### src/cpu_defines.svh
////////////////////////////////////////////////////////////
// CPU build constants
////////////////////////////////////////////////////////////

`ifndef CPU_DEFINES_SVH
`define CPU_DEFINES_SVH

// Data and address width in bits
`define WORD_W 16

// General register count, no hard-wired zero
`define REG_CNT 8

// First fetch address after reset
`define RESET_PC 0

`endif

### src/cpuPkg.sv
////////////////////////////////////////////////////////////
// CPU types and pipeline payloads
////////////////////////////////////////////////////////////

`default_nettype none

`include "cpu_defines.svh"

package cpuPkg;

    typedef logic [`WORD_W-1:0] wordT;
    typedef logic [$clog2(`REG_CNT)-1:0] regIdxT;

    // Codes 4'hB to 4'hF are illegal
    typedef enum logic [3:0] {
        opNop  = 4'h0,
        opAdd  = 4'h1,
        opSub  = 4'h2,
        opAnd  = 4'h3,
        opXor  = 4'h4,
        opAddi = 4'h5,
        opLd   = 4'h6,
        opSt   = 4'h7,
        opBeqz = 4'h8,
        opBnez = 4'h9,
        opHalt = 4'hA
    } opcodeT;

    typedef struct packed {
        logic   valid;
        wordT   pcPlus1;
        wordT   instr;
    } ifIdT;

    // rtVal carries rd's value for a store
    typedef struct packed {
        logic   valid;
        opcodeT op;
        regIdxT rd;
        regIdxT rs;
        regIdxT rt;
        wordT   rsVal;
        wordT   rtVal;
        wordT   imm;
        wordT   pcPlus1;
        logic   regWrite;
        logic   memRead;
        logic   memWrite;
        logic   halt;
    } idExT;

    typedef struct packed {
        logic   valid;
        wordT   result;
        wordT   storeData;
        regIdxT rd;
        logic   regWrite;
        logic   memRead;
        logic   memWrite;
        logic   halt;
    } exMemT;

    typedef struct packed {
        logic   valid;
        wordT   data;
        regIdxT rd;
        logic   regWrite;
        logic   halt;
    } memWbT;

endpackage

`default_nettype wire

### src/pipeReg.sv
////////////////////////////////////////////////////////////
// Pipeline stage register
////////////////////////////////////////////////////////////

`default_nettype none

module pipeReg #(
    parameter type payloadT = logic
) (
    input  wire     clk,
    input  wire     rstN,
    input  wire     stall,
    input  wire     flush,
    input  payloadT d,
    output payloadT q
);

    // Bubble is all zeros, so valid drops with it
    always_ff @(posedge clk) begin
        if (!rstN) begin
            q <= '0;
        end else if (stall) begin
            q <= q;
        end else if (flush) begin
            q <= '0;
        end else begin
            q <= d;
        end
    end

endmodule

`default_nettype wire

### src/fetchStage.sv
////////////////////////////////////////////////////////////
// Instruction fetch
////////////////////////////////////////////////////////////

`default_nettype none

`include "cpu_defines.svh"

module fetchStage (
    input  wire                clk,
    input  wire                rstN,
    input  wire                stall,
    input  wire                redirect,
    input  wire  [`WORD_W-1:0] target,
    input  wire                halted,
    input  wire  [`WORD_W-1:0] instrData,
    output logic [`WORD_W-1:0] instrAddr,
    output cpuPkg::ifIdT       ifIdNext
);

    logic [`WORD_W-1:0] pc;
    logic [`WORD_W-1:0] pcPlus1;

    assign pcPlus1   = pc + `WORD_W'(1);
    assign instrAddr = pc;

    // Hold has priority so a stalled branch redirects once it moves on
    always_ff @(posedge clk) begin
        if (!rstN) begin
            pc <= `WORD_W'(`RESET_PC);
        end else if (stall || halted) begin
            pc <= pc;
        end else if (redirect) begin
            pc <= target;
        end else begin
            pc <= pcPlus1;
        end
    end

    // Instruction ROM answers in the same cycle
    assign ifIdNext.valid   = !halted;
    assign ifIdNext.pcPlus1 = pcPlus1;
    assign ifIdNext.instr   = instrData;

endmodule

`default_nettype wire

### src/decodeStage.sv
////////////////////////////////////////////////////////////
// Decode and register file
////////////////////////////////////////////////////////////

`default_nettype none

`include "cpu_defines.svh"

module decodeStage (
    input  wire             clk,
    input  wire             rstN,
    input  cpuPkg::ifIdT    ifId,
    input  cpuPkg::memWbT   memWb,
    output cpuPkg::idExT    idExNext,
    output cpuPkg::regIdxT  rs,
    output cpuPkg::regIdxT  rt,
    output logic            usesRt
);

    cpuPkg::opcodeT op;
    cpuPkg::regIdxT rdF;
    cpuPkg::regIdxT rtF;
    cpuPkg::wordT   imm;
    cpuPkg::wordT   regs [`REG_CNT];
    cpuPkg::wordT   rsVal;
    cpuPkg::wordT   rtVal;
    logic           wbWrite;
    logic           isRType;
    logic           regWrite;
    logic           memRead;
    logic           memWrite;
    logic           halt;

    // Field split
    assign op  = cpuPkg::opcodeT'(ifId.instr[15:12]);
    assign rdF = ifId.instr[11:9];
    assign rs  = ifId.instr[8:6];
    assign rtF = ifId.instr[5:3];
    assign imm = {{(`WORD_W-6){ifId.instr[5]}}, ifId.instr[5:0]};

    // Store data comes from rd, read through the second port
    assign rt     = (op == cpuPkg::opSt) ? rdF : rtF;
    assign usesRt = isRType || (op == cpuPkg::opSt);

    always_comb begin
        isRType  = 1'b0;
        regWrite = 1'b0;
        memRead  = 1'b0;
        memWrite = 1'b0;
        halt     = 1'b0;
        case (op)
            cpuPkg::opAdd, cpuPkg::opSub, cpuPkg::opAnd, cpuPkg::opXor: begin
                isRType  = 1'b1;
                regWrite = 1'b1;
            end
            cpuPkg::opAddi: regWrite = 1'b1;
            cpuPkg::opLd: begin
                regWrite = 1'b1;
                memRead  = 1'b1;
            end
            cpuPkg::opSt:   memWrite = 1'b1;
            cpuPkg::opHalt: halt = 1'b1;
            default: ;
        endcase
    end

    // Writeback port
    assign wbWrite = memWb.valid && memWb.regWrite;

    always_ff @(posedge clk) begin
        if (!rstN) begin
            for (int i = 0; i < `REG_CNT; i++) begin
                regs[i] <= '0;
            end
        end else if (wbWrite) begin
            regs[memWb.rd] <= memWb.data;
        end
    end

    // Same-cycle write bypass
    assign rsVal = (wbWrite && memWb.rd == rs) ? memWb.data : regs[rs];
    assign rtVal = (wbWrite && memWb.rd == rt) ? memWb.data : regs[rt];

    assign idExNext.valid    = ifId.valid;
    assign idExNext.op       = op;
    assign idExNext.rd       = rdF;
    assign idExNext.rs       = rs;
    assign idExNext.rt       = rtF;
    assign idExNext.rsVal    = rsVal;
    assign idExNext.rtVal    = rtVal;
    assign idExNext.imm      = imm;
    assign idExNext.pcPlus1  = ifId.pcPlus1;
    assign idExNext.regWrite = regWrite;
    assign idExNext.memRead  = memRead;
    assign idExNext.memWrite = memWrite;
    assign idExNext.halt     = halt;

endmodule

`default_nettype wire

### src/hazardUnit.sv
////////////////////////////////////////////////////////////
// Forwarding, stall and flush control
////////////////////////////////////////////////////////////

`default_nettype none

module hazardUnit (
    input  cpuPkg::idExT   idEx,
    input  cpuPkg::exMemT  exMem,
    input  cpuPkg::memWbT  memWb,
    input  cpuPkg::regIdxT rs,
    input  cpuPkg::regIdxT rt,
    input  wire            usesRt,
    input  wire            branchTaken,
    input  wire            memBusy,
    output logic           stallFront,
    output logic           bubbleIdEx,
    output logic           flushFront,
    output logic           stallAll,
    output logic [1:0]     fwdA,
    output logic [1:0]     fwdB,
    output logic [1:0]     fwdStore
);

    logic loadUse;

    // 1 takes EX/MEM, 2 takes MEM/WB, 0 keeps the register value
    function automatic logic [1:0] fwdSel(input cpuPkg::regIdxT src,
                                          input cpuPkg::exMemT  older1,
                                          input cpuPkg::memWbT  older2);
        if (older1.valid && older1.regWrite && !older1.memRead && older1.rd == src) begin
            return 2'd1;
        end else if (older2.valid && older2.regWrite && older2.rd == src) begin
            return 2'd2;
        end
        return 2'd0;
    endfunction

    assign fwdA     = fwdSel(idEx.rs, exMem, memWb);
    assign fwdB     = fwdSel(idEx.rt, exMem, memWb);
    assign fwdStore = fwdSel(idEx.rd, exMem, memWb);

    // Load result is not ready until it reaches MEM/WB
    assign loadUse = idEx.valid && idEx.memRead &&
                     (idEx.rd == rs || (usesRt && idEx.rd == rt));

    assign stallAll   = memBusy;
    assign stallFront = memBusy || loadUse;
    assign flushFront = branchTaken && !memBusy;
    assign bubbleIdEx = (loadUse || branchTaken) && !memBusy;

endmodule

`default_nettype wire

### src/executeStage.sv
////////////////////////////////////////////////////////////
// Execute, ALU and branch resolution
////////////////////////////////////////////////////////////

`default_nettype none

`include "cpu_defines.svh"

module executeStage (
    input  cpuPkg::idExT       idEx,
    input  wire  [1:0]         fwdA,
    input  wire  [1:0]         fwdB,
    input  wire  [1:0]         fwdStore,
    input  wire  [`WORD_W-1:0] exMemResult,
    input  wire  [`WORD_W-1:0] memWbData,
    output cpuPkg::exMemT      exMemNext,
    output logic               branchTaken,
    output logic [`WORD_W-1:0] target,
    output logic               err
);

    cpuPkg::wordT opA;
    cpuPkg::wordT opB;
    cpuPkg::wordT storeData;
    cpuPkg::wordT result;
    logic         illegal;
    logic         condMet;

    function automatic cpuPkg::wordT pickOperand(input logic [1:0]   sel,
                                                 input cpuPkg::wordT regVal,
                                                 input cpuPkg::wordT exMemVal,
                                                 input cpuPkg::wordT memWbVal);
        case (sel)
            2'd1:    return exMemVal;
            2'd2:    return memWbVal;
            default: return regVal;
        endcase
    endfunction

    assign opA       = pickOperand(fwdA, idEx.rsVal, exMemResult, memWbData);
    assign opB       = pickOperand(fwdB, idEx.rtVal, exMemResult, memWbData);
    assign storeData = pickOperand(fwdStore, idEx.rtVal, exMemResult, memWbData);

    always_comb begin
        result  = '0;
        condMet = 1'b0;
        illegal = 1'b0;
        case (idEx.op)
            cpuPkg::opNop, cpuPkg::opHalt: ;
            cpuPkg::opAdd: result = opA + opB;
            cpuPkg::opSub: result = opA - opB;
            cpuPkg::opAnd: result = opA & opB;
            cpuPkg::opXor: result = opA ^ opB;
            // Address or immediate sum
            cpuPkg::opAddi, cpuPkg::opLd, cpuPkg::opSt: result = opA + idEx.imm;
            cpuPkg::opBeqz: condMet = (opA == '0);
            cpuPkg::opBnez: condMet = (opA != '0);
            default: illegal = 1'b1;
        endcase
    end

    assign branchTaken = idEx.valid && condMet;
    assign target      = idEx.pcPlus1 + idEx.imm;
    assign err         = idEx.valid && illegal;

    // An illegal word leaves EX as a bubble
    assign exMemNext.valid     = idEx.valid && !illegal;
    assign exMemNext.result    = result;
    assign exMemNext.storeData = storeData;
    assign exMemNext.rd        = idEx.rd;
    assign exMemNext.regWrite  = idEx.regWrite;
    assign exMemNext.memRead   = idEx.memRead;
    assign exMemNext.memWrite  = idEx.memWrite;
    assign exMemNext.halt      = idEx.halt;

endmodule

`default_nettype wire

### src/memStage.sv
////////////////////////////////////////////////////////////
// Memory stage, Wishbone master
////////////////////////////////////////////////////////////

`default_nettype none

`include "cpu_defines.svh"

module memStage (
    input  wire                clk,
    input  wire                rstN,
    input  cpuPkg::exMemT      exMem,
    input  wire                errIn,
    output cpuPkg::memWbT      memWbNext,
    output logic               memBusy,
    output logic               halted,
    output logic               err,
    output logic               wbCyc,
    output logic               wbStb,
    output logic               wbWe,
    output logic [`WORD_W-1:0] wbAdr,
    output logic [`WORD_W-1:0] wbWrData,
    input  wire  [`WORD_W-1:0] wbRdData,
    input  wire                wbAck
);

    logic memReq;
    logic ackSeen;
    logic done;
    logic stopped;
    logic haltQ;
    logic errQ;

    assign stopped = haltQ || errQ;
    assign memReq  = exMem.valid && (exMem.memRead || exMem.memWrite) && !stopped;

    // Idle one cycle after each ack before the next access
    assign wbCyc    = memReq && !ackSeen;
    assign wbStb    = wbCyc;
    assign wbWe     = wbStb && exMem.memWrite;
    assign wbAdr    = exMem.result;
    assign wbWrData = exMem.storeData;
    assign done     = wbStb && wbAck;

    // Also freezes the whole pipeline once stopped
    assign memBusy = (memReq && !done) || stopped;

    always_ff @(posedge clk) begin
        if (!rstN) begin
            ackSeen <= 1'b0;
            errQ    <= 1'b0;
            haltQ   <= 1'b0;
        end else begin
            ackSeen <= done;
            errQ    <= errQ || (errIn && !memBusy);
            // HALT entering MEM/WB, or err from the cycle before
            haltQ   <= haltQ || errQ || (memWbNext.valid && memWbNext.halt && !memBusy);
        end
    end

    assign halted = haltQ;
    assign err    = errQ;

    // Load data is taken in the ack cycle
    assign memWbNext.valid    = exMem.valid;
    assign memWbNext.data     = exMem.memRead ? wbRdData : exMem.result;
    assign memWbNext.rd       = exMem.rd;
    assign memWbNext.regWrite = exMem.regWrite;
    assign memWbNext.halt     = exMem.halt;

endmodule

`default_nettype wire

### src/cpuTop.sv
////////////////////////////////////////////////////////////
// Five-stage CPU top level
////////////////////////////////////////////////////////////

`default_nettype none

`include "cpu_defines.svh"

module cpuTop (
    input  wire                clk,
    input  wire                rstN,
    output logic [`WORD_W-1:0] instrAddr,
    input  wire  [`WORD_W-1:0] instrData,
    output logic               wbCyc,
    output logic               wbStb,
    output logic               wbWe,
    output logic [`WORD_W-1:0] wbAdr,
    output logic [`WORD_W-1:0] wbWrData,
    input  wire  [`WORD_W-1:0] wbRdData,
    input  wire                wbAck,
    output logic               halted,
    output logic               err
);

    cpuPkg::ifIdT   ifIdNext;
    cpuPkg::ifIdT   ifId;
    cpuPkg::idExT   idExNext;
    cpuPkg::idExT   idEx;
    cpuPkg::exMemT  exMemNext;
    cpuPkg::exMemT  exMem;
    cpuPkg::memWbT  memWbNext;
    cpuPkg::memWbT  memWb;

    cpuPkg::regIdxT decRs;
    cpuPkg::regIdxT decRt;
    logic           usesRt;
    logic           stallFront;
    logic           bubbleIdEx;
    logic           flushFront;
    logic           stallAll;
    logic [1:0]     fwdA;
    logic [1:0]     fwdB;
    logic [1:0]     fwdStore;
    logic           branchTaken;
    logic [`WORD_W-1:0] target;
    logic           exErr;
    logic           memBusy;

    fetchStage fetch0 (
        .clk(clk), .rstN(rstN), .stall(stallFront), .redirect(branchTaken),
        .target(target), .halted(halted), .instrData(instrData),
        .instrAddr(instrAddr), .ifIdNext(ifIdNext)
    );

    pipeReg #(.payloadT(cpuPkg::ifIdT)) ifIdReg0 (
        .clk(clk), .rstN(rstN), .stall(stallFront), .flush(flushFront),
        .d(ifIdNext), .q(ifId)
    );

    // Writeback is the MEM/WB payload fed straight into the register file
    decodeStage decode0 (
        .clk(clk), .rstN(rstN), .ifId(ifId), .memWb(memWb),
        .idExNext(idExNext), .rs(decRs), .rt(decRt), .usesRt(usesRt)
    );

    pipeReg #(.payloadT(cpuPkg::idExT)) idExReg0 (
        .clk(clk), .rstN(rstN), .stall(stallAll), .flush(bubbleIdEx),
        .d(idExNext), .q(idEx)
    );

    executeStage exec0 (
        .idEx(idEx), .fwdA(fwdA), .fwdB(fwdB), .fwdStore(fwdStore),
        .exMemResult(exMem.result), .memWbData(memWb.data),
        .exMemNext(exMemNext), .branchTaken(branchTaken), .target(target), .err(exErr)
    );

    pipeReg #(.payloadT(cpuPkg::exMemT)) exMemReg0 (
        .clk(clk), .rstN(rstN), .stall(stallAll), .flush(1'b0),
        .d(exMemNext), .q(exMem)
    );

    memStage mem0 (
        .clk(clk), .rstN(rstN), .exMem(exMem), .errIn(exErr),
        .memWbNext(memWbNext), .memBusy(memBusy), .halted(halted), .err(err),
        .wbCyc(wbCyc), .wbStb(wbStb), .wbWe(wbWe), .wbAdr(wbAdr),
        .wbWrData(wbWrData), .wbRdData(wbRdData), .wbAck(wbAck)
    );

    pipeReg #(.payloadT(cpuPkg::memWbT)) memWbReg0 (
        .clk(clk), .rstN(rstN), .stall(stallAll), .flush(1'b0),
        .d(memWbNext), .q(memWb)
    );

    hazardUnit hazard0 (
        .idEx(idEx), .exMem(exMem), .memWb(memWb),
        .rs(decRs), .rt(decRt), .usesRt(usesRt),
        .branchTaken(branchTaken), .memBusy(memBusy),
        .stallFront(stallFront), .bubbleIdEx(bubbleIdEx), .flushFront(flushFront),
        .stallAll(stallAll), .fwdA(fwdA), .fwdB(fwdB), .fwdStore(fwdStore)
    );

endmodule

`default_nettype wire

### config.mk
export PLATFORM = sky130hd
export DESIGN_NAME = cpuTop
export DESIGN_NICKNAME = d
export VERILOG_FILES = /design/src/cpuPkg.sv /design/src/pipeReg.sv /design/src/fetchStage.sv /design/src/decodeStage.sv /design/src/hazardUnit.sv /design/src/executeStage.sv /design/src/memStage.sv /design/src/cpuTop.sv
export VERILOG_INCLUDE_DIRS = /design/src
export SDC_FILE = /design/constraint.sdc
export NUM_CORES = 1
export LEC_CHECK = 0
export BUFFER_PORTS_ARGS = -buffer_cell sky130_fd_sc_hd__buf_2
export CAP_MARGIN = 20
export CORE_ASPECT_RATIO = 0.6
export CORE_MARGIN = 1.5
export CORE_UTILIZATION = 50
export DETAILED_ROUTE_END_ITERATION = 8
export PLACE_DENSITY = 0.67
export SYNTH_ARGS = -nofsm -noshare
export SYNTH_HDL_FRONTEND = slang
export SYNTH_SLANG_ARGS = --single-unit
### constraint.sdc
create_clock -name clk -period 9.3 [get_ports clk]
set_clock_uncertainty 0.15 [all_clocks]
set_input_delay 1.86 -clock clk [delete_from_list [all_inputs] [get_ports clk]]
set_output_delay 1.86 -clock clk [all_outputs]
set_load 0.1 [all_outputs]
Word level (Yosys, flattened, before mapping)
Memories as Yosys holds them, arrays and structs flattened. A register that Yosys moved wholly into a read port is not among the register bits. Index checks and enable logic that the tools add are counted.

Add/sub/neg operators: 5. Bitwise gates (word level): 2. Eq/ne operators: 34. Reduce and logical (&&, ||, !) cells: 52. Muxes and demuxes: 42.

Operators by type and width (count): case mux 16 bit (2 select lines) (3); two-way mux 82 bit (1); two-way mux 16 bit (5); case mux 16 bit (5 select lines) (1); adder 16 bit (3); two-way mux 33 bit (1); equality test 4 x 3 -> 1 bit, second input constant (8); equality test 3 bit (10); logical AND 1 bit (28); two-way mux 2 bit (9); two-way mux 1 bit (17); adder 16 x 1 -> 16 bit, second input constant (1); AND 16 bit (1); equality test 4 x 2 -> 1 bit, second input constant (4); equality test 4 bit, second input constant (4); zero test 16 bit (1); nonzero test 16 bit (1); OR reduction 16 bit (1); subtractor 16 bit (1); XOR 16 bit (1); two-way mux 3 bit (4); OR reduction 11 bit (1); logical OR 1 bit (10); equality test 4 x 1 -> 1 bit, second input constant (2); 8 further kinds (17).

Output and inout bits: 53. Word-level logic and storage cells: 168. Input port bits: 35. RAM bits: 128. Flip-flop bits (word level): 195. Memories: 1.

Memories: decode0.regs (depth 8, bits a word 16, read ports 2, clocked after Yosys merged registers in 1, write ports 8, line decodeStage.sv:24) `` cpuPkg::wordT regs [`REG_CNT]; ``.

Depth between registers and ports, before layout
Gate-level depths: netlist (run 1).

Word-level depth: 14. Depth in mapped cells: 19. Mapped depth without buffers: 17.

Cells and area by module
A second synthesis (run 1) with hierarchy kept.

Cells, all modules: 2474. Area total of the unflattened synthesis: 21236.6 um^2.

Modules (own cells, without submodules): decodeStage (cells an instance 894, seq. area each 3843.7 um^2, area each 8881.0 um^2, times used 1); executeStage (cells an instance 504, seq. area each 0.0 um^2, area each 3397.0 um^2, times used 1); pipeReg at idExReg0 (cells an instance 364, seq. area each 1641.6 um^2, area each 2942.8 um^2, times used 1); pipeReg at exMemReg0 (cells an instance 178, seq. area each 800.8 um^2, area each 1497.7 um^2, times used 1); fetchStage (cells an instance 174, seq. area each 320.3 um^2, area each 1316.3 um^2, times used 1); pipeReg at ifIdReg0 (cells an instance 146, seq. area each 660.6 um^2, area each 1307.5 um^2, times used 1); pipeReg at memWbReg0 (cells an instance 97, seq. area each 440.4 um^2, area each 917.1 um^2, times used 1); memStage (cells an instance 73, seq. area each 60.1 um^2, area each 646.9 um^2, times used 1); hazardUnit (cells an instance 43, seq. area each 0.0 um^2, area each 326.6 um^2, times used 1); cpuTop (cells an instance 1, seq. area each 0.0 um^2, area each 3.8 um^2, times used 1).

Worst setup path before layout (run 1)
OpenSTA, ideal clock, no wires.

Kind: flip-flop to output port. Start: register exMemReg0.q[2] (netlist bit). End: output wbWe. Slack: 2325 ps. Required time: 7290 ps. Arrival time: 4965 ps. Path buffers: 1. Cell stages (with the launch flop): 5. Path through: dfxtp_1 -> clkbuf_1 -> o21ai_0 -> nor4_1 -> and2_1.

Longest elaborated chain between the ends: 5.

RTL lines: start, declared (line pipeReg.sv:15) `output payloadT q`; start signal, assigned (line pipeReg.sv:23) `q <= q;`; logical OR 1 bit (line memStage.sv:35) `assign memReq = exMem.valid && (exMem.memRead || exMem.memWrite) && !stopped;`; logical AND 1 bit (2 in series) (line memStage.sv:35); logical AND 1 bit (line memStage.sv:38) `assign wbCyc = memReq && !ackSeen;`; named net wbCyc (line cpuTop.sv:14) `output logic wbCyc,`; logical AND 1 bit (line memStage.sv:40) `assign wbWe = wbStb && exMem.memWrite;`; end, declared (line cpuTop.sv:16) `output logic wbWe,`.

The timed path passes the listed nets, and every way through them passes these cells.

Final worst setup path (run 1)
Start: register memWbReg0.q[3] (netlist bit). End: register exMemReg0.q[37] (netlist bit).

Longest elaborated chain between the ends: 9. Elaborated cells on any way between the ends: 22. Those cells by class: add/sub: 3; eq/ne: 6; mux: 9; bitwise: 2; reduce/logical: 2.

RTL lines: start, declared (line pipeReg.sv:15); start signal, assigned (line pipeReg.sv:23); equality test 3 bit (line hazardUnit.sv:33) `end else if (older2.valid && older2.regWrite && older2.rd == src) begin`; logical AND 1 bit (line hazardUnit.sv:33); two-way mux 1 bit (line hazardUnit.sv:33); two-way mux 1 bit (line hazardUnit.sv:31) `if (older1.valid && older1.regWrite && !older1.memRead && older1.rd == src) begin`; two-way mux 2 bit (line hazardUnit.sv:36) `return 2'd0;`; equality test 2 bit or equality test 2 x 1 -> 1 bit (tied branches) (line executeStage.sv:33) `case (sel)`; case mux 16 bit (2 select lines) (line executeStage.sv:33); adder 16 bit (tied with other cells) (line executeStage.sv:55) `cpuPkg::opAddi, cpuPkg::opLd, cpuPkg::opSt: result = opA + idEx.imm;`; case mux 16 bit (5 select lines) * (line executeStage.sv:48) `case (idEx.op)`.

Every way passes the cells marked *; elsewhere a longest branch is shown, timed or not. A chain may end at the register's enable or synchronous reset.

==> tab_implementation.tex, run 1 <==
\begin{tabular}{lr}
\hline
Metric & Value \\
\hline
\multicolumn{2}{l}{\textbf{Run status}} \\
Status & complete, no violations \\
\multicolumn{2}{l}{\textbf{Placed design}} \\
Port-buffer cells & 87 \\
Placement Setup Slack & 3210 ps \\
Post-detailed-placement half-perimeter wirelength & 39800 µm \\
Gp weighted congestion & 0.927 \\
Instance area after placement & 19100 µm² \\
\multicolumn{2}{l}{\textbf{Worst setup path}} \\
Critical path capture point type & flop \\
Worst Path Required & 9640 ps \\
Arrival time at the worst endpoint & 6000 ps \\
Critical path fanouts, max & 14 \\
Worst setup path class & flop to flop \\
Crit start category & flop \\
\multicolumn{2}{l}{\textbf{Timing}} \\
Setup slack after layout & 3650 ps \\
Fin. Hold Viols & 0 \\
Final TNS setup & 0 ps \\
Total of endpoints with negative setup slack in the final report & 0 \\
Slew headroom & 0.290 \\
Pin slew with the least headroom to its limit & 1050 ps \\
Max-slew violation count & 0 \\
Setup repair after global routing missed its margin & no \\
Minimum clock period & 5650 ps \\
Share of the clock period used by the worst path after layout & 0.608 \\
Maximum clock rate & 0.177 GHz \\
\multicolumn{2}{l}{\textbf{Routing}} \\
First DRT Iteration DRCs & 1932 \\
Initial DRT Pass Iterations & 6 \\
Antenna Nets Post-Route & 0 \\
Wire per inst & 22.8 µm \\
Routed wire length & 57800 µm \\
Via count of the routed design & 16000 \\
Average vias per placed instance & 6.30 \\
Post-route DRC & 0 \\
\multicolumn{2}{l}{\textbf{Synthesis}} \\
Post-synth EDFFs & 128 \\
Share of the yosys chip area belonging to registers & 0.407 \\
Cell area after technology mapping & 18600 µm² \\
Count of state elements after synthesis & 313 \\
Post-synthesis cell type count & 81 \\
Average footprint of a synthesized cell & 8.92 µm² \\
Gate count after technology mapping & 2080 \\
Syn Nets & 2165 \\
Prevailing post-synth register cell & dfxtp\_1 \\
Share of async-settable or async-resettable flops after synthesis & 0 \\
Yosys warning total & 0 \\
\multicolumn{2}{l}{\textbf{Clocking}} \\
Total of cells resized after clock tree synthesis & 0 \\
Clk buf depth & 3 \\
Clock tree from TritonCTS & yes \\
Post-CTS Repair Setup Buffers & 0 \\
Clock transition at the register clock pins on the worst setup and hold paths after CTS & 70 ps \\
Clock tree sinks & 313 \\
H-tree depth reported by CTS & 1 \\
Clk Latency, worst-skew pair & 580 ps \\
Clock buffers created by TritonCTS & 30 \\
Root Driver & clkbuf\_16 \\
Hold-fix buffers, CTS & 0 \\
\multicolumn{2}{l}{\textbf{Finish}} \\
Most frequent cells in the layout & nand2\_1, dfxtp\_1, a21oi\_1, nor2\_1, edfxtp\_1 \\
Count of nets after finishing & 2128 \\
Leading cell type in the layout, fill and taps excluded & nand2\_1 \\
Antenna diode count & 0 \\
Cell area after layout & 20200 µm² \\
Area overhead of the layout relative to synthesis & 8.73\% \\
Proportion of layout cells with a drive suffix above 1 & 0.121 \\
Post-layout util & 0.554 \\
Number of filler instances in the final layout & 3279 \\
\multicolumn{2}{l}{\textbf{Die}} \\
Top-level port count & 88 \\
Core Footprint & 36400 µm² \\
Initial standard-cell utilization of the core & 0.510 \\
Die span in y & 152 µm \\
Width of the die & 252 µm \\
Site row count & 54 \\
Area enclosed by the die boundary & 38300 µm² \\
\multicolumn{2}{l}{\textbf{Min path}} \\
Classification of the worst-slack hold path & flop to flop \\
\multicolumn{2}{l}{\textbf{Pwr}} \\
Static power due to leakage & 8.02 nW \\
Worst IR drop on VDD & 126 µV \\
Power Density & 164 nW/µm² \\
\multicolumn{2}{l}{\textbf{Job}} \\
Total of max-cap violations & 0 \\
\multicolumn{2}{l}{\textbf{Global routing}} \\
Grt ovf & 0 \\
Vias in the first global route & 14700 \\
Global-route total usage across every layer & 0.300 \\
Antenna violations before repair & 1 \\
Wire length of the first global-routing pass & 89500 µm \\
Largest net degree at the start of global routing & 89 \\
\hline
\end{tabular}
## report_power, final
part | internal (mW) | switching [mW] | leakage, nW
Clock | 0.733 | 0.551 | 0.502
Combinational | 0.173 | 0.313 | 4.68
Sequential | 1.48 | 0.0603 | 2.83
## worst max-delay path: stages, from the launching register on
cell and delay (ps):
dfxtp_1 750, xor2_1 240, nor4_2 700, a21oi_1 150, a22o_1 280, ha_1 280, xnor2_1 170, o221ai_1 140
ha_1 340, a21o_1 130, a21o_1 140, a21oi_1 90, o21ai_0 530, a2111oi_0 240, o21bai_1 290, a31oi_1 150
or4b_2 650, a31oi_1 160
## per-stage QoR
stage,hold slack (ps),std cells,power [mW]
6_report,302,2542,3.31
4_1_cts,304,2539,3.31
3_3_place_gp,289,2483,2.03
2_1_floorplan,275,2080,1.90
3_5_place_dp,295,2484,2.04
5_1_grt,319,2542,3.42
## area by class of cell
cell class	count	area, µm²	share of cell area
clock inverters	11	111	0.00552
flip-flops and latches	313	7550	0.374
multi-input cells	1536	10100	0.498
repair buffers	134	852	0.0422
well taps	476	596	0.0295
clock buffers	44	910	0.0451
inverters	28	108	0.00533
## cells by family (layout without fill, tap and decap cells)
logic type | after synthesis | after routing | share of synthesized area
simple gates | 839 | 839 | 0.216
compound gates | 447 | 447 | 0.161
flops | 313 | 313 | 0.407
buf+inv | 231 | 217 | 0.0570
mux | 117 | 117 | 0.0851
xor+xnor | 83 | 83 | 0.0396
fa+ha+maj | 50 | 50 | 0.0345
## metal layers
layer | GRT usage | routed length, µm | vias up
met5 | 0 | 0 | -
met2 | 0.413 | 23100 | 806
li1 | - | - | 7420
met3 | 0.0557 | 6440 | 68
met1 | 0.484 | 27400 | 7709
met4 | 0.0536 | 920 | 0
## Yosys cell counts, types with 37 or more instances
library cell	count	area share
ha_1	48	0.032
dfxtp_1	185	0.20
and3_1	37	0.012
nand2_1	315	0.064
nand3_1	84	0.023
nor2_1	137	0.028
xnor2_1	44	0.021
edfxtp_1	128	0.21
clkbuf_1	128	0.026
a21oi_1	141	0.038
and2_1	127	0.043
mux2i_1	81	0.044
nor3_1	65	0.018
a211oi_1	53	0.021
o21ai_0	58	0.016
xor2_1	38	0.018
## sequential cells by signal (all words and copies together) (netlist names), named ones only
signal,count
exMemReg0.q,40
fetch0.instrAddr,16
ifIdReg0.q,33
decode0.regs,128
mem0.err,1
memWbReg0.q,21
mem0.halted,1
idExReg0.q,69
mem0.ackSeen,1
## final timing paths
kind	start	to	slack, ps	cells past startpoint
worst min register to register	exMemReg0.q[21]$_SDFFE_PN0N_	exMemReg0.q[21]$_SDFFE_PN0N_	300	2
worst max register to register	memWbReg0.q[3]$_SDFFE_PN0N_	exMemReg0.q[37]$_SDFFE_PN0N_	3650	17
worst max-delay path	memWbReg0.q[3]$_SDFFE_PN0N_	exMemReg0.q[37]$_SDFFE_PN0N_	3650	17
worst min-delay path	exMemReg0.q[21]$_SDFFE_PN0N_	exMemReg0.q[21]$_SDFFE_PN0N_	300	2
Power figures use the tool's default switching activity.
==> inputs of run 2 (changes only) <==
==> constraint.sdc (replaced) <==
create_clock -name clk -period 5.6 [get_ports clk]
set_clock_uncertainty 0.15 [all_clocks]
set_input_delay 1.12 -clock clk [delete_from_list [all_inputs] [get_ports clk]]
set_output_delay 1.12 -clock clk [all_outputs]
set_load 0.1 [all_outputs]
==> run 2 against run 1 <==
Effect of this change: sequential power up 66%; maximum frequency up 8.6%; largest power group unchanged; global-route usage up 0.14 points; utilization about the same; final area about the same; die area unchanged; register-to-register slack worse by 3300 ps; via count up 1.1%; highest routed layer unchanged.
==> tab_implementation.tex, run 2 (synthesis gave the netlist of run 1 again) <==
\begin{tabular}{lr}
\hline
Metric & Value \\
\hline
\multicolumn{2}{l}{\textbf{Worst setup path}} \\
Destination of the worst register-to-register timing path & exMemReg0.q[37]\$\_SDFFE\_PN0N\_ \\
Crit start category & flop \\
Critical path fanouts, max & 14 (unchanged) \\
Worst setup path class & flop to flop \\
Critical path capture point type & flop \\
Worst Path Required & 5960 ps (-3680 ps) \\
Length in cells of the worst reg-to-reg path & 18 (+1) \\
Setup slack of the most critical reg-to-reg path & 390 ps (-3250 ps) \\
Arrival time at the worst endpoint & 5560 ps (-440 ps) \\
Startpoint of the worst-slack reg-to-reg timing path & memWbReg0.q[4]\$\_SDFFE\_PN0N\_ \\
\multicolumn{2}{l}{\textbf{Die}} \\
Initial standard-cell utilization of the core & 0.510 (unchanged) \\
Width of the die & 252 µm (unchanged) \\
Site row count & 54 (unchanged) \\
Die span in y & 152 µm (unchanged) \\
Top-level port count & 88 (unchanged) \\
Core Footprint & 36400 µm² (unchanged) \\
Area enclosed by the die boundary & 38300 µm² (unchanged) \\
\multicolumn{2}{l}{\textbf{Clocking}} \\
Root Driver & clkbuf\_16 \\
Clk Latency, worst-skew pair & 580 ps (about the same) \\
Clock buffers created by TritonCTS & 31 (+3.3\%) \\
Hold-fix buffers, CTS & 0 (unchanged) \\
H-tree depth reported by CTS & 1 (unchanged) \\
Clock tree sinks & 313 (unchanged) \\
Clk buf depth & 3 (unchanged) \\
Clock transition at the register clock pins on the worst setup and hold paths after CTS & 70 ps (about the same) \\
Clock tree from TritonCTS & yes \\
\multicolumn{2}{l}{\textbf{Pwr}} \\
Sequential share of power & 0.477 (+0.012) \\
Worst IR drop on VDD & 223 µV (+77\%) \\
Internal power consumption & 3.80 mW (+60\%) \\
Switching power & 1.54 mW (+66\%) \\
Static power due to leakage & 8.04 nW (+0.29\%) \\
Switching part of the total & 0.288 (+0.00860) \\
Part of the total power dissipated in combinational logic & 0.154 (+0.007) \\
Overall power & 5.34 mW (+61\%) \\
Power Density & 265 nW/µm² (+62\%) \\
Clock network fraction of design power & 0.369 (-0.019) \\
\multicolumn{2}{l}{\textbf{Routing}} \\
Post-route DRC & 0 (unchanged) \\
Initial DRT Pass Iterations & 7 (+1) \\
Wire per inst & 22.8 µm (about the same) \\
Routed wire length & 58300 µm (+0.74\%) \\
Average vias per placed instance & 6.32 (+0.42\%) \\
Antenna Nets Post-Route & 0 (unchanged) \\
Via count of the routed design & 16200 (+1.1\%) \\
First DRT Iteration DRCs & 2002 (+3.6\%) \\
\multicolumn{2}{l}{\textbf{Finish}} \\
Leading cell type in the layout, fill and taps excluded & nand2\_1 \\
Antenna diode count & 0 (unchanged) \\
Count of nets after finishing & 2146 (+0.85\%) \\
Largest Register & decode0.regs \\
Biggest regs & decode0.regs (128), idExReg0.q (69), exMemReg0.q (40) \\
Proportion of layout cells with a drive suffix above 1 & 0.127 (+0.00621) \\
Number of flip-flops in the largest register & 128 (unchanged) \\
Most frequent cells in the layout & nand2\_1, dfxtp\_1, a21oi\_1, nor2\_1, edfxtp\_1 \\
Area overhead of the layout relative to synthesis & 8.68\% (about the same) \\
\multicolumn{2}{l}{\textbf{Timing}} \\
Final TNS setup & 0 ps (unchanged) \\
Fin. Hold Viols & 0 (unchanged) \\
Share of the clock period used by the worst path after layout & 0.930 (+0.322) \\
Slew headroom & 0.260 (-0.0305) \\
Minimum clock period & 5210 ps (-448 ps) \\
Maximum clock rate & 0.192 GHz (+8.6\%) \\
Total of endpoints with negative setup slack in the final report & 0 (unchanged) \\
Setup repair after global routing missed its margin & no \\
Max-slew violation count & 0 (unchanged) \\
Pin slew with the least headroom to its limit & 1110 ps (+56.8 ps) \\
Setup slack after layout & 394 ps (-3250 ps) \\
\multicolumn{2}{l}{\textbf{Global routing}} \\
Grt ovf & 0 (unchanged) \\
Wire length of the first global-routing pass & 89700 µm (+0.27\%) \\
Largest net degree at the start of global routing & 91 (+2.2\%) \\
Vias in the first global route & 14800 (+0.68\%) \\
Global-route total usage across every layer & 0.301 (+0.00135) \\
Antenna violations before repair & 0 (-1) \\
\multicolumn{2}{l}{\textbf{Placed design}} \\
Placement Setup Slack & 486 ps (-2730 ps) \\
Gp weighted congestion & 0.916 (-1.1\%) \\
Post-detailed-placement half-perimeter wirelength & 40200 µm (+1.0\%) \\
Port-buffer cells & 87 (unchanged) \\
\multicolumn{2}{l}{\textbf{Min path}} \\
Launch point of the worst hold path & exMemReg0.q[14]\$\_SDFFE\_PN0N\_ \\
Worst hold path depth & 2 (unchanged) \\
Worst hold endpoint & exMemReg0.q[14]\$\_SDFFE\_PN0N\_ \\
Classification of the worst-slack hold path & flop to flop \\
\multicolumn{2}{l}{\textbf{Run status}} \\
Status & complete, no violations \\
\multicolumn{2}{l}{\textbf{Job}} \\
Total of max-cap violations & 0 (unchanged) \\
\hline
\end{tabular}
[run 2: layout make-up]
class,count,area [µm²]
Timing Repair Buffer,151,936
Sequential cell,313,7550
Clock buffer,44,856
Clock inverter,11,60.1
Tap cell,476,596
Inverter,28,108
Multi-Input combinational cell,1536,10100
Fill cell,3267,16300
[run 2: critical path, stage by stage, from the launching register on]
cell	delay, ps
dfxtp_1	730
xor2_1	200
nor4_2	190
buf_4	200
a21oi_1	70
a22o_1	290
ha_1	280
xnor2_1	170
o221ai_1	150
ha_1	360
a21o_1	140
a21o_1	160
a21oi_1	100
o21ai_0	570
a2111oi_2	180
o21bai_1	270
a31oi_1	140
or4b_2	640
a31oi_1	140
[run 2: layer usage]
layer,share of wire,GRT usage
met4,0.018,0.0605
met3,0.12,0.0786
met2,0.40,0.412
met1,0.46,0.471
met5,0,0
[run 2: how the worst max path moves through the flow]
stage	from	to	slack, ps	cells past startpoint
2_1_floorplan	exMemReg0.q[2]$_SDFFE_PN0N_	wbWe	680	4
3_3_place_gp	exMemReg0.q[39]$_SDFFE_PN0N_	exMemReg0.q[37]$_SDFFE_PN0N_	600	16
3_5_place_dp	idExReg0.q[24]$_SDFFE_PN0N_	exMemReg0.q[37]$_SDFFE_PN0N_	490	16
4_1_cts	exMemReg0.q[39]$_SDFFE_PN0N_	exMemReg0.q[37]$_SDFFE_PN0N_	450	16
5_1_grt	exMemReg0.q[39]$_SDFFE_PN0N_	exMemReg0.q[37]$_SDFFE_PN0N_	50	16
6_report	memWbReg0.q[4]$_SDFFE_PN0N_	exMemReg0.q[37]$_SDFFE_PN0N_	390	18
[run 2: what timing repair did]
item | 4_1_cts | 5_1_grt
setup endpoints to repair | 0 | 2
gates resized for setup | 0 | 2
buffers inserted | 0 | 0
[run 2: stage by stage]
step | cells | hold WS, ps | cell area, µm² | util
after detailed placement | 2502 | 295 | 19200 | 0.528
after floorplan | 2080 | 275 | 18600 | -
after CTS | 2557 | 304 | 20100 | 0.553
final | 2559 | 301 | 20200 | 0.554
after global placement | 2502 | 288 | 19200 | 0.528
after global routing | 2559 | 318 | 20200 | 0.554
[run 2: power groups by stage]
stage	clock network, mW	registers [mW]	logic, mW
4_1_cts	1.99	2.55	0.806
3_5_place_dp	0	2.59	0.802
2_1_floorplan	0	2.57	0.594
6_report	1.97	2.55	0.821
3_3_place_gp	0	2.59	0.792
5_1_grt	2.08	2.56	0.888
==> inputs of run 3 (changes only) <==
==> constraint.sdc (replaced) <==
create_clock -name clk -period 5.5 [get_ports clk]
set_clock_uncertainty 0.15 [all_clocks]
set_input_delay 1.1 -clock clk [delete_from_list [all_inputs] [get_ports clk]]
set_output_delay 1.1 -clock clk [all_outputs]
set_load 0.1 [all_outputs]
==> run 3 against run 2 <==
Effect of this change: non-clock buffer count unchanged; maximum frequency up 0.84%; largest cell class unchanged; sequential power up 2%.
==> tab_implementation.tex, run 3 (synthesis gave the netlist of run 1 again) <==
\begin{tabular}{lr}
\hline
Metric & Value \\
\hline
\multicolumn{2}{l}{\textbf{Finish}} \\
Cell area after layout & 20200 µm² (about the same) \\
Count of nets after finishing & 2145 (-0.047\%) \\
Leading cell type in the layout, fill and taps excluded & nand2\_1 \\
Biggest regs & decode0.regs (128), idExReg0.q (69), exMemReg0.q (40) \\
Area overhead of the layout relative to synthesis & 8.77\% (about the same) \\
Most frequent cells in the layout & nand2\_1, dfxtp\_1, a21oi\_1, nor2\_1, edfxtp\_1 \\
Final cell count without fillers & 2560 (+0.039\%) \\
Number of flip-flops in the largest register & 128 (unchanged) \\
Proportion of layout cells with a drive suffix above 1 & 0.130 (+0.00240) \\
Largest Register & decode0.regs \\
Post-layout util & 0.554 (about the same) \\
\multicolumn{2}{l}{\textbf{Clocking}} \\
Clock buffers created by TritonCTS & 30 (-3.2\%) \\
Clock tree sinks & 313 (unchanged) \\
Total of cells resized after clock tree synthesis & 0 (unchanged) \\
Clock tree from TritonCTS & yes \\
H-tree depth reported by CTS & 1 (unchanged) \\
Clock transition at the register clock pins on the worst setup and hold paths after CTS & 60 ps (about the same) \\
Hold-fix buffers, CTS & 0 (unchanged) \\
Clk buf depth & 3 (unchanged) \\
Root Driver & clkbuf\_16 \\
Post-CTS Repair Setup Buffers & 0 (unchanged) \\
Clk Latency, worst-skew pair & 590 ps (about the same) \\
\multicolumn{2}{l}{\textbf{Die}} \\
Core Footprint & 36400 µm² (unchanged) \\
Width of the die & 252 µm (unchanged) \\
Area enclosed by the die boundary & 38300 µm² (unchanged) \\
Top-level port count & 88 (unchanged) \\
Die span in y & 152 µm (unchanged) \\
Site row count & 54 (unchanged) \\
Initial standard-cell utilization of the core & 0.510 (unchanged) \\
\multicolumn{2}{l}{\textbf{Min path}} \\
Worst hold path depth & 2 (unchanged) \\
Worst hold endpoint & exMemReg0.q[12]\$\_SDFFE\_PN0N\_ \\
Classification of the worst-slack hold path & flop to flop \\
Launch point of the worst hold path & exMemReg0.q[12]\$\_SDFFE\_PN0N\_ \\
\multicolumn{2}{l}{\textbf{Global routing}} \\
Antenna violations before repair & 0 (unchanged) \\
Largest net degree at the start of global routing & 91 (unchanged) \\
Grt ovf & 0 (unchanged) \\
Wire length of the first global-routing pass & 91900 µm (+2.4\%) \\
Vias in the first global route & 15000 (+1.9\%) \\
Global-route total usage across every layer & 0.308 (+0.00684) \\
\multicolumn{2}{l}{\textbf{Routing}} \\
Antenna Nets Post-Route & 0 (unchanged) \\
Wire per inst & 23.1 µm (+1.6\%) \\
Via count of the routed design & 16200 (+0.20\%) \\
First DRT Iteration DRCs & 2098 (+4.8\%) \\
Post-route DRC & 0 (unchanged) \\
Initial DRT Pass Iterations & 9 (+2) \\
Average vias per placed instance & 6.33 (+0.16\%) \\
Routed wire length & 59200 µm (+1.6\%) \\
\multicolumn{2}{l}{\textbf{Placed design}} \\
Post-detailed-placement half-perimeter wirelength & 41100 µm (+2.1\%) \\
Cell count after placement & 2504 (+0.080\%) \\
Instance area after placement & 19200 µm² (about the same) \\
Placement Setup Slack & 401 ps (-85.4 ps) \\
Gp weighted congestion & 0.930 (+1.5\%) \\
Port-buffer cells & 87 (unchanged) \\
\multicolumn{2}{l}{\textbf{Worst setup path}} \\
Arrival time at the worst endpoint & 5510 ps (-50 ps) \\
Startpoint of the worst-slack reg-to-reg timing path & exMemReg0.q[39]\$\_SDFFE\_PN0N\_ \\
Crit start category & flop \\
Critical path fanouts, max & 5 (-9) \\
Worst setup path class & flop to flop \\
Cell type of the slowest stage on the worst timing path & or4\_1 \\
Setup slack of the most critical reg-to-reg path & 340 ps (-60 ps) \\
Dominant delay contributor by cell family on the critical path & compound AO/OA/AOI/OAI gates \\
Delay of the slowest cell on the worst path & 650 ps (-80 ps) \\
Sum of buffers and inverters on the critical path & 0 (-1) \\
Worst Path Required & 5850 ps (-110 ps) \\
Critical path capture point type & flop \\
Critical Path, Cell by Cell & nand3b\_1 > or4\_1 > o2bb2ai\_1 > ha\_1 > xnor2\_1 > o221ai\_1 > ha\_1 > a21o\_1 > a21o\_1 > a21oi\_1 > o21ai\_0 > a2111oi\_0 > o21bai\_1 > a31oi\_1 > or4b\_2 > a31oi\_1 \\
Length in cells of the worst reg-to-reg path & 16 (-2) \\
Destination of the worst register-to-register timing path & exMemReg0.q[37]\$\_SDFFE\_PN0N\_ \\
\multicolumn{2}{l}{\textbf{Timing}} \\
Worst hold slack after final layout & 301 ps (+0.00200 ps) \\
Pin slew with the least headroom to its limit & 1190 ps (+75.7 ps) \\
Minimum clock period & 5160 ps (-43.2 ps) \\
Setup slack after layout & 338 ps (-56.8 ps) \\
Fin. Hold Viols & 0 (unchanged) \\
Share of the clock period used by the worst path after layout & 0.939 (+0.00905) \\
Max-slew violation count & 0 (unchanged) \\
Slew headroom & 0.201 (-0.0588) \\
Final TNS setup & 0 ps (unchanged) \\
Setup repair after global routing missed its margin & no \\
Total of endpoints with negative setup slack in the final report & 0 (unchanged) \\
Maximum clock rate & 0.194 GHz (+0.84\%) \\
\multicolumn{2}{l}{\textbf{Run status}} \\
Status & complete, no violations \\
\multicolumn{2}{l}{\textbf{Pwr}} \\
Static power due to leakage & 8.05 nW (+0.12\%) \\
Worst IR drop on VDD & 246 µV (+10\%) \\
Overall power & 5.49 mW (+2.7\%) \\
Power Density & 272 nW/µm² (+2.6\%) \\
\multicolumn{2}{l}{\textbf{Job}} \\
Total of max-cap violations & 0 (unchanged) \\
\hline
\end{tabular}
[run 3: cell types whose count changed in the layout (fill, tap and decap cells not counted), sizes merged]
| cell | before | now |
|---|---|---|
| clkinvlp | 0 | 1 |
| clkbuf | 44 | 47 |
| clkinv | 11 | 7 |
| diode | 0 | 1 |
[run 3: tightest hold or removal path: stages, from the launching register on]
cell,delay [ps]
dfxtp_1,300
nand2_1,50
a21oi_1,50
[run 3: worst max-delay path by stage]
stage,startpoint,to,slack (ps),cells past startpoint
floorplan,exMemReg0.q[2]$_SDFFE_PN0N_,wbWe,600,4
CTS,exMemReg0.q[39]$_SDFFE_PN0N_,exMemReg0.q[37]$_SDFFE_PN0N_,350,16
global placement,exMemReg0.q[39]$_SDFFE_PN0N_,exMemReg0.q[37]$_SDFFE_PN0N_,530,16
global route,exMemReg0.q[39]$_SDFFE_PN0N_,exMemReg0.q[37]$_SDFFE_PN0N_,40,16
detailed placement,exMemReg0.q[39]$_SDFFE_PN0N_,exMemReg0.q[37]$_SDFFE_PN0N_,400,16
finish,exMemReg0.q[39]$_SDFFE_PN0N_,exMemReg0.q[37]$_SDFFE_PN0N_,340,16
[run 3: final cells by class]
cell class / count / area, µm²
clock inverters: 8 / 57.6
clock buffers: 47 / 895
well taps: 476 / 596
fillers: 3244 / 16200
multi-input cells: 1536 / 10100
diodes: 1 / 2.50
inverters: 28 / 108
flip-flops and latches: 313 / 7550
repair buffers: 151 / 916
[run 3: per-layer routing]
metal	wire length [µm]	vias to the layer above	track usage
met2	23700	826	0.418
met1	28200	7860	0.497
li1	-	7450	-
met4	897	0	0.0588
met3	6400	75	0.0635
met5	0	-	0
[run 3: where the power goes]
part / internal, mW / switching [mW] / leakage [nW] / total, mW
combinational: 0.295 / 0.543 / 4.74 / 0.839
sequential: 2.50 / 0.0991 / 2.83 / 2.60
clock: 1.12 / 0.931 / 0.477 / 2.05
